$ cat config.mk
export PLATFORM = sky130hd
export DESIGN_NAME = st_link_master_top
export DESIGN_NICKNAME = d
export VERILOG_FILES = /design/src/verilog/ll_pkg.sv /design/src/verilog/st_link_master_top.sv /design/src/verilog/phy_framer.sv /design/src/verilog/ll_transmit.sv /design/src/verilog/st_packer.sv /design/src/verilog/link_online_delay.sv
export SDC_FILE = /design/constraint.sdc
export NUM_CORES = 1
export LEC_CHECK = 0
export ABC_AREA = 1
export ABC_CLOCK_PERIOD_IN_PS = 4000
export BUFFER_PORTS_ARGS = -buffer_cell sky130_fd_sc_hd__buf_2
export CAP_MARGIN = 20
export CORE_MARGIN = 4
export CORE_UTILIZATION = 51
export DETAILED_ROUTE_END_ITERATION = 6
export PLACE_DENSITY = 0.75
export SLEW_MARGIN = 20
export SYNTH_ARGS = -nofsm -noshare
export SYNTH_HDL_FRONTEND = slang
export SYNTH_SLANG_ARGS = --single-unit
$ cat constraint.sdc
create_clock -name clk_wr -period 4 [get_ports clk_wr]
set_input_delay 0 -clock clk_wr [delete_from_list [all_inputs] [get_ports clk_wr]]
set_output_delay 0 -clock clk_wr [all_outputs]
set_load 0.05 [all_outputs]
$ cat src/verilog/ll_pkg.sv
`default_nettype none

// Link widths and bit layouts shared by the transmit blocks
package ll_pkg;

  //////////////////////////////
  // User stream
  //////////////////////////////
  localparam int DATA_W = 64;
  localparam int KEEP_W = DATA_W / 8;

  // Link word, {tlast, keep, data} with data at the bottom
  localparam int WORD_W = 1 + KEEP_W + DATA_W;

  //////////////////////////////
  // PHY lanes
  //////////////////////////////
  localparam int LANE_W         = 40;
  localparam int LANE_PAYLOAD_W = 38;
  localparam int STB_BIT        = 39;
  localparam int MRK_BIT        = 38;
  // Both lanes of payload side by side
  localparam int PAYLOAD_W      = 2 * LANE_PAYLOAD_W;
  // Pushbit sits just above the word, two spare bits on top
  localparam int PUSH_BIT       = 73;
  // Credit return pulse on receive lane 0
  localparam int CREDIT_BIT     = 0;
  localparam int CREDIT_W       = 8;

  // Debug status fields
  localparam int DBG_W           = 32;
  localparam int DBG_CREDIT_LSB  = 0;
  localparam int DBG_LEVEL_LSB   = 8;
  localparam int DBG_LINK_UP_BIT = 16;

endpackage

`default_nettype wire
$ cat src/verilog/st_link_master_top.sv
`default_nettype none

// Transmit side of the stream link
// Packer, credit FIFO and framer behind one link-up qualifier
module st_link_master_top #(
  parameter int                          FIFO_DEPTH     = 4,
  parameter logic [ll_pkg::CREDIT_W-1:0] DEFAULT_CREDIT = 8
) (
  input  logic                        clk_wr,
  input  logic                        arst_n,

  // Control
  input  logic                        tx_online,
  input  logic                        rx_online,
  input  logic                        gen2_mode,
  input  logic [ll_pkg::CREDIT_W-1:0] init_credit,
  input  logic [15:0]                 delay_value,

  // User stream
  input  logic [ll_pkg::DATA_W-1:0]   user_tdata,
  input  logic [ll_pkg::KEEP_W-1:0]   user_tkeep,
  input  logic                        user_tlast,
  input  logic                        user_tvalid,
  output logic                        user_tready,

  // PHY lanes
  output logic [ll_pkg::LANE_W-1:0]   tx_phy0,
  output logic [ll_pkg::LANE_W-1:0]   tx_phy1,
  input  logic [ll_pkg::LANE_W-1:0]   rx_phy0,
  input  logic [ll_pkg::LANE_W-1:0]   rx_phy1,

  output logic [ll_pkg::DBG_W-1:0]    debug_status
);

  //////////////////////////////
  // Interconnect
  //////////////////////////////
  logic                      link_up;
  logic                      pk_valid;
  logic [ll_pkg::WORD_W-1:0] pk_word;
  logic                      pk_ready;
  logic                      tx_push;
  logic [ll_pkg::WORD_W-1:0] tx_word;
  logic                      frm_ready;
  logic                      rx_credit;

  // Link-up qualifier
  link_online_delay i_online_delay (
    .clk_wr      (clk_wr),
    .arst_n      (arst_n),
    .tx_online   (tx_online),
    .rx_online   (rx_online),
    .delay_value (delay_value),
    .link_up     (link_up)
  );

  // Producer
  st_packer i_packer (
    .clk_wr      (clk_wr),
    .arst_n      (arst_n),
    .user_tdata  (user_tdata),
    .user_tkeep  (user_tkeep),
    .user_tlast  (user_tlast),
    .user_tvalid (user_tvalid),
    .user_tready (user_tready),
    .pk_valid    (pk_valid),
    .pk_word     (pk_word),
    .pk_ready    (pk_ready)
  );

  // Buffer with credit
  ll_transmit #(
    .FIFO_DEPTH     (FIFO_DEPTH),
    .DEFAULT_CREDIT (DEFAULT_CREDIT)
  ) i_transmit (
    .clk_wr       (clk_wr),
    .arst_n       (arst_n),
    .link_up      (link_up),
    .init_credit  (init_credit),
    .pk_valid     (pk_valid),
    .pk_word      (pk_word),
    .pk_ready     (pk_ready),
    .tx_push      (tx_push),
    .tx_word      (tx_word),
    .frm_ready    (frm_ready),
    .rx_credit    (rx_credit),
    .debug_status (debug_status)
  );

  // Consumer, lane framing
  phy_framer i_framer (
    .clk_wr    (clk_wr),
    .arst_n    (arst_n),
    .link_up   (link_up),
    .gen2_mode (gen2_mode),
    .tx_push   (tx_push),
    .tx_word   (tx_word),
    .frm_ready (frm_ready),
    .tx_phy0   (tx_phy0),
    .tx_phy1   (tx_phy1),
    .rx_phy0   (rx_phy0),
    .rx_phy1   (rx_phy1),
    .rx_credit (rx_credit)
  );

endmodule

`default_nettype wire

$ cat src/verilog/phy_framer.sv
`default_nettype none

// PHY framer
// Gen2 puts a word on both lanes in one beat
// Gen1 sends low half then high half on lane 0
module phy_framer (
  input  logic                      clk_wr,
  input  logic                      arst_n,
  input  logic                      link_up,
  input  logic                      gen2_mode,

  // From the transmit FIFO
  input  logic                      tx_push,
  input  logic [ll_pkg::WORD_W-1:0] tx_word,
  output logic                      frm_ready,

  // PHY lanes
  output logic [ll_pkg::LANE_W-1:0] tx_phy0,
  output logic [ll_pkg::LANE_W-1:0] tx_phy1,
  input  logic [ll_pkg::LANE_W-1:0] rx_phy0,
  // Lane 1 of the receive bus carries nothing for this direction
  input  logic [ll_pkg::LANE_W-1:0] rx_phy1,

  output logic                      rx_credit
);

  logic [ll_pkg::PAYLOAD_W-1:0]      payload;
  logic [ll_pkg::LANE_PAYLOAD_W-1:0] pay_lo;
  logic [ll_pkg::LANE_PAYLOAD_W-1:0] pay_hi;
  logic [ll_pkg::LANE_PAYLOAD_W-1:0] hi_hold;
  logic                              second_beat;
  logic [ll_pkg::LANE_W-1:0]         phy0_d;
  logic [ll_pkg::LANE_W-1:0]         phy1_d;

  // Word plus pushbit, all zero on idle cycles
  always_comb begin
    payload = '0;
    if (tx_push) begin
      payload[ll_pkg::WORD_W-1:0] = tx_word;
      payload[ll_pkg::PUSH_BIT]   = 1'b1;
    end
  end

  assign pay_lo = payload[ll_pkg::LANE_PAYLOAD_W-1:0];
  assign pay_hi = payload[ll_pkg::PAYLOAD_W-1 -: ll_pkg::LANE_PAYLOAD_W];

  // No new word while the gen1 high half is loading
  assign frm_ready = ~second_beat;

  //////////////////////////////
  // Gen1 beat state
  //////////////////////////////
  always_ff @(posedge clk_wr or negedge arst_n) begin
    if (!arst_n) begin
      second_beat <= 1'b0;
    end else begin
      second_beat <= tx_push & ~gen2_mode;
    end
  end

  // High half parked for the next gen1 beat
  always_ff @(posedge clk_wr) begin
    if (tx_push) begin
      hi_hold <= pay_hi;
    end
  end

  //////////////////////////////
  // Lane assembly
  //////////////////////////////
  always_comb begin
    phy0_d = '0;
    phy1_d = '0;
    // Strobe persists while the link is up
    phy0_d[ll_pkg::STB_BIT] = link_up;
    if (gen2_mode) begin
      phy1_d[ll_pkg::STB_BIT] = link_up;
      phy0_d[ll_pkg::MRK_BIT] = tx_push;
      phy1_d[ll_pkg::MRK_BIT] = tx_push;
      phy0_d[ll_pkg::LANE_PAYLOAD_W-1:0] = pay_lo;
      phy1_d[ll_pkg::LANE_PAYLOAD_W-1:0] = pay_hi;
    end else if (second_beat) begin
      // Marker high flags the upper half
      phy0_d[ll_pkg::MRK_BIT]            = 1'b1;
      phy0_d[ll_pkg::LANE_PAYLOAD_W-1:0] = hi_hold;
    end else begin
      phy0_d[ll_pkg::LANE_PAYLOAD_W-1:0] = pay_lo;
    end
  end

  always_ff @(posedge clk_wr or negedge arst_n) begin
    if (!arst_n) begin
      tx_phy0 <= '0;
      tx_phy1 <= '0;
    end else begin
      tx_phy0 <= phy0_d;
      tx_phy1 <= phy1_d;
    end
  end

  // Credit return, dropped while the link is down
  always_ff @(posedge clk_wr or negedge arst_n) begin
    if (!arst_n) begin
      rx_credit <= 1'b0;
    end else begin
      rx_credit <= link_up & rx_phy0[ll_pkg::CREDIT_BIT];
    end
  end

endmodule

`default_nettype wire

$ cat src/verilog/ll_transmit.sv
`default_nettype none

// Credit-gated transmit FIFO
// Words leave only with link up, credit left and the framer ready
module ll_transmit #(
  parameter int                            FIFO_DEPTH     = 4,
  parameter logic [ll_pkg::CREDIT_W-1:0]   DEFAULT_CREDIT = 8
) (
  input  logic                        clk_wr,
  input  logic                        arst_n,
  input  logic                        link_up,
  input  logic [ll_pkg::CREDIT_W-1:0] init_credit,

  // From the packer
  input  logic                        pk_valid,
  input  logic [ll_pkg::WORD_W-1:0]   pk_word,
  output logic                        pk_ready,

  // Toward the framer
  output logic                        tx_push,
  output logic [ll_pkg::WORD_W-1:0]   tx_word,
  input  logic                        frm_ready,
  input  logic                        rx_credit,

  output logic [ll_pkg::DBG_W-1:0]    debug_status
);

  localparam int               PTR_W    = (FIFO_DEPTH > 1) ? $clog2(FIFO_DEPTH) : 1;
  localparam int               LVL_W    = $clog2(FIFO_DEPTH + 1);
  localparam logic [PTR_W-1:0] LAST_PTR = PTR_W'(FIFO_DEPTH - 1);
  localparam logic [LVL_W-1:0] FULL_LVL = LVL_W'(FIFO_DEPTH);

  logic [ll_pkg::WORD_W-1:0]   fifo_mem [FIFO_DEPTH];
  logic [PTR_W-1:0]            wr_ptr;
  logic [PTR_W-1:0]            rd_ptr;
  logic [LVL_W-1:0]            level;
  logic                        fifo_wr;
  logic                        fifo_empty;

  logic [ll_pkg::CREDIT_W-1:0] credit;
  logic [ll_pkg::CREDIT_W-1:0] load_credit;
  logic                        link_up_q;
  logic                        link_rise;

  //////////////////////////////
  // FIFO
  //////////////////////////////
  assign pk_ready   = level != FULL_LVL;
  assign fifo_wr    = pk_valid & pk_ready;
  assign fifo_empty = level == '0;

  // Pop gating
  assign tx_push = ~fifo_empty & (credit != '0) & link_up & frm_ready;
  // Head of the queue, valid whenever not empty
  assign tx_word = fifo_mem[rd_ptr];

  always_ff @(posedge clk_wr) begin
    if (fifo_wr) begin
      fifo_mem[wr_ptr] <= pk_word;
    end
  end

  always_ff @(posedge clk_wr or negedge arst_n) begin
    if (!arst_n) begin
      wr_ptr <= '0;
      rd_ptr <= '0;
      level  <= '0;
    end else begin
      if (fifo_wr) begin
        wr_ptr <= (wr_ptr == LAST_PTR) ? '0 : wr_ptr + 1'b1;
      end
      if (tx_push) begin
        rd_ptr <= (rd_ptr == LAST_PTR) ? '0 : rd_ptr + 1'b1;
      end
      // Level tracks writes against pops
      case ({fifo_wr, tx_push})
        2'b10:   level <= level + 1'b1;
        2'b01:   level <= level - 1'b1;
        default: level <= level;
      endcase
    end
  end

  //////////////////////////////
  // Credit
  //////////////////////////////
  assign link_rise = link_up & ~link_up_q;
  // Zero from software means take the built-in default
  assign load_credit = (init_credit == '0) ? DEFAULT_CREDIT : init_credit;

  always_ff @(posedge clk_wr or negedge arst_n) begin
    if (!arst_n) begin
      link_up_q <= 1'b0;
      credit    <= '0;
    end else begin
      link_up_q <= link_up;
      if (!link_up) begin
        credit <= '0;
      end else if (link_rise) begin
        credit <= load_credit;
      end else begin
        // Push and return in one cycle cancel out
        case ({rx_credit, tx_push})
          2'b10:   credit <= credit + 1'b1;
          2'b01:   credit <= credit - 1'b1;
          default: credit <= credit;
        endcase
      end
    end
  end

  // Status word, unused bits zero
  always_comb begin
    debug_status = '0;
    debug_status[ll_pkg::DBG_CREDIT_LSB +: ll_pkg::CREDIT_W] = credit;
    debug_status[ll_pkg::DBG_LEVEL_LSB +: LVL_W]             = level;
    debug_status[ll_pkg::DBG_LINK_UP_BIT]                    = link_up;
  end

endmodule

`default_nettype wire

$ cat src/verilog/st_packer.sv
`default_nettype none

// Stream packer
// Masks data by keep, packs one beat into one link word
module st_packer (
  input  logic                      clk_wr,
  input  logic                      arst_n,

  // User stream
  input  logic [ll_pkg::DATA_W-1:0] user_tdata,
  input  logic [ll_pkg::KEEP_W-1:0] user_tkeep,
  input  logic                      user_tlast,
  input  logic                      user_tvalid,
  output logic                      user_tready,

  // Toward the transmit FIFO
  output logic                      pk_valid,
  output logic [ll_pkg::WORD_W-1:0] pk_word,
  input  logic                      pk_ready
);

  logic                      out_live;
  logic [ll_pkg::DATA_W-1:0] masked_data;
  logic                      accept;

  // Zero every byte whose keep bit is low
  always_comb begin
    for (int i = 0; i < ll_pkg::KEEP_W; i++) begin
      masked_data[8*i +: 8] = user_tkeep[i] ? user_tdata[8*i +: 8] : 8'h00;
    end
  end

  // Ready when the slot is free or drains this cycle
  // Held low for the first cycle out of reset
  assign user_tready = out_live & (~pk_valid | pk_ready);
  assign accept      = user_tvalid & user_tready;

  //////////////////////////////
  // Output slot
  //////////////////////////////
  always_ff @(posedge clk_wr or negedge arst_n) begin
    if (!arst_n) begin
      out_live <= 1'b0;
    end else begin
      out_live <= 1'b1;
    end
  end

  always_ff @(posedge clk_wr or negedge arst_n) begin
    if (!arst_n) begin
      pk_valid <= 1'b0;
    end else if (accept) begin
      pk_valid <= 1'b1;
    end else if (pk_ready) begin
      // Word taken, nothing new behind it
      pk_valid <= 1'b0;
    end
  end

  // Word layout, last on top, then keep, then data
  always_ff @(posedge clk_wr) begin
    if (accept) begin
      pk_word <= {user_tlast, user_tkeep, masked_data};
    end
  end

endmodule

`default_nettype wire

$ cat src/verilog/link_online_delay.sv
`default_nettype none

// Link-up qualification
// Both online flags must stay high for delay_value + 1 cycles
module link_online_delay (
  input  logic        clk_wr,
  input  logic        arst_n,
  input  logic        tx_online,
  input  logic        rx_online,
  input  logic [15:0] delay_value,
  output logic        link_up
);

  logic        both_online;
  logic [15:0] hold_cnt;
  logic        hold_done;

  assign both_online = tx_online & rx_online;

  // Count holds the edges already seen with both online
  // so it passes delay_value on edge delay_value + 1
  assign hold_done = hold_cnt > delay_value;

  //////////////////////////////
  // Hold-off counter
  //////////////////////////////
  always_ff @(posedge clk_wr or negedge arst_n) begin
    if (!arst_n) begin
      hold_cnt <= '0;
    end else if (!both_online) begin
      // Either side dropped, start over
      hold_cnt <= '0;
    end else if (hold_cnt != 16'hffff) begin
      // Saturate, no wrap back into the hold-off window
      hold_cnt <= hold_cnt + 16'd1;
    end
  end

  // Registered link status
  // Drops on the first edge after either side goes offline
  always_ff @(posedge clk_wr or negedge arst_n) begin
    if (!arst_n) begin
      link_up <= 1'b0;
    end else begin
      link_up <= both_online & hold_done;
    end
  end

endmodule

`default_nettype wire

==> impl_results.md <==
- Antenna Cells: 0
- Category of the worst setup path launch point: flop
- Synth area leader: edfxtp_1
- DPL Wire Length: 27.1 mm
- Endpoint class of the critical path: flop
- Number of global-route vias before repair: 13.3k
- Initial Utilization: 0.519
- Port buffer count: 194
- Final wirelength: 47.3 mm
- Worst supply voltage drop on vdd: 0.000320 V
- Crit path kind: reg -> reg
- Ratio of routed vias to standard cells: 5.38
- Area of the die: 0.0429 mm^2
- Clock latency on the worst-skew pair: 0.55 ns
- Count of instances resized after the clock tree is built: 0
- Critical path origin: i_transmit.rd_ptr[0]
- Maximum level of the CTS H-tree: 2
- Number of synthesized register bits: 514
- Area of placed instances: 0.0217 mm^2
- Final Cell Area: 0.0247 mm^2
- Global-route congestion overflow total: 0
- Min cycle time layout: 2.78 ns
- Post-route fraction of the period consumed by the critical path: 0.696
- Clock sink total: 514
- Die height: 207 um
- Maximum Capacitance Violations: 0
- Worst min-delay path class: in -> async
- Number of nets at the end of the flow: 2134
- Avg Cell Area, Syn: 12.8 um^2
- Std-Cell Rows: 72
- Syn Inst Count: 1583
- GRT Overall Usage: 0.215
- CP Buf/Inv Count: 3
- # hold bufs at CTS: 154
- Setup skew after layout: 0.0129 ns
- Min setup slack post-route: 1.22 ns
- Cell Count, Final, Fillers Out: 2479
- Most used DFF post-synth: edfxtp_1
- Slowest cell on crit path: inv_4
- Initial DRT Pass Iterations: 5
- CTS Root Buffer Type: clkbuf_16
- Worst Setup Slack post-DPL: 1.26 ns
- Hold violation count in the final report: 0
- Number of nets with antenna violations after detailed routing: 0
- Largest net degree at the start of global routing: 109
- Power per cell area: 473 mW/mm^2
- Final setup violating endpoints: 0
- Number of remaining DRC errors: 0
- Arrival time of data at the critical path endpoint: 3.16 ns
- Die W: 207 um
- Worst R2R Start: i_transmit.rd_ptr[0]
- Worst Max-Slew Pin Slew: 1.10 ns
- Setup fix buffers added after clock tree synthesis: 0
- Family with the most delay on the worst path: buffers and inverters
- TNS Setup: 0 ns
- Placed cell count: 2236
- Number of enable-type register cells in the synthesized netlist: 401
- CP Cell Sequence: inv_4 -> buf_4 -> o21ai_0 -> o22ai_1 -> inv_1 -> nor2_1
- Share of synthesized flip-flops with an asynchronous set or reset: 0.220
- Synth warnings: 0
- Weighted congestion reported at the end of routability-driven placement: 0.856
- Routed wire length per instance: 19.1 um
- Global-route wire length before repair: 73.5 mm
- Fmax: 0.359 GHz
- Most frequent cell after synthesis: edfxtp_1
- Via count: 13.3k
- Max Root-Sink Buffers: 3
- Sequential fraction of the synthesis area: 0.736
- Clock transition at the registers of the reported paths: 0.06 ns
- Relative slew slack: 0.269
- Final number of max-transition violations: 0
- Layout cells sized above 1: 0.180
- Number of buffers created by CTS: 49
- Data required time of the worst path: 4.38 ns
- Maximum net fanout on the critical path: 108
- Number of violations reported at the end of detailed-routing iteration 0: 1416
- Commonest cells in the synthesized netlist: 401 x edfxtp_1, 205 x nand2_1, 181 x nor2_1
- Unique masters post-synth: 49
- IO Count: 296
- Fraction of post-synthesis cell area in the top cell type by area: 0.596
- Relative area change from synthesis to final layout: 22.4%
- Number of antenna violations at the first check in global routing: 0
- Core box area: 0.0389 mm^2
- Netlist Area Pre-Place: 0.0202 mm^2
- Unrepaired setup endpoints after global routing: no
- Status: finished, final reports clean
- Largest stage delay, worst path: 0.84 ns
- Leakage Power: 10.4 nW
- Leading post-synthesis cells by cell area: edfxtp_1 60%, dfrtp_1 14%, nand2_1 3.8%
- TritonCTS clock tree: done
## report_power, final
part | switching, mW | internal [mW]
Sequential | 0.137 | 6.25
Combinational | 0.647 | 0.281
Clock | 1.87 | 2.51
## placed cells by master (no fill, tap or decap), types with 3 or more instances in the layout
master / instances
edfxtp_1: 401
nand2_1: 205
buf_2: 193
nor2_1: 176
inv_1: 169
dlygate4sd3_1: 154
dfrtp_1: 111
a21oi_1: 96
o21ai_0: 90
clkbuf_16: 49
a221oi_1: 37
o22ai_1: 36
a31o_2: 36
ha_1: 27
conb_1: 23
nand3_1: 20
clkbuf_1: 17
buf_4: 16
clkinv_2: 9
nand4_1: 7
nor3_1: 7
nor2_4: 6
inv_2: 6
nand2_2: 5
buf_12: 5
nor2_2: 4
clkinvlp_4: 4
clkinv_1: 4
xor2_1: 3
xnor2_1: 3
a31oi_1: 3
nor3_2: 3
bufinv_16: 3
clkbuf_8: 3
## metrics by stage
| stage | total power, mW | hold slack, ns | util |
|---|---|---|---|
| after floorplan | 6.98 | -0.296 | - |
| after global placement | 7.26 | 0.0975 | 0.557 |
| after detailed placement | 7.30 | 0.106 | 0.557 |
| after CTS | 11.8 | 0.0591 | 0.635 |
| after global routing | 12.1 | 0.108 | 0.635 |
| final | 11.7 | 0.0529 | 0.635 |
## cell type report
class                           count  area (um^2)
Clock buffer                       69         1330
Clock inverter                     20          184
Fill cell                        2830        14200
Inverter                          177          668
Multi-Input combinational cell    813         4300
Sequential cell                   514        14900
Tap cell                          518          648
Timing Repair Buffer              368         2730
## metal layers
metal	track usage	part of all wire
met1	0.288	0.39
met2	0.360	0.49
met3	0.0375	0.081
met4	0.0727	0.032
met5	0	0
## sequential cells by signal, indices dropped and copies added, names as in the netlist
signal,count
i_transmit.fifo_mem,292
i_packer.pk_word,73
i_framer.tx_phy0,40
i_framer.tx_phy1,37
i_framer.hi_hold,36
i_online_delay.hold_cnt,16
i_transmit.credit,8
i_transmit.level,3
i_transmit.rd_ptr,2
i_transmit.wr_ptr,2
i_framer.rx_credit,1
i_framer.second_beat,1
i_online_delay.link_up,1
i_packer.out_live,1
i_packer.pk_valid,1
## cell families after synthesis
family	after synthesis	share of synthesized area
buf+inv	277	0.0574
flops	514	0.736
fa+ha+maj	28	0.0177
compound gates	315	0.0971
other cells	2	0.000372
simple gates	441	0.0889
xor+xnor	6	0.00260
## path summary, 6_finish.rpt
path	end	slack (ns)	depth (start not counted)
max	i_framer.hi_hold[29]	1.22	6
min	i_packer.out_live	0.05	2
max reg2reg	i_framer.hi_hold[29]	1.22	6
min reg2reg	i_framer.tx_phy0[32]	0.49	1
max in group asynchronous	i_online_delay.hold_cnt[5]	3.00	3
min in group clk_wr	i_online_delay.link_up	0.06	7
(Power assumes the default switching activity.)
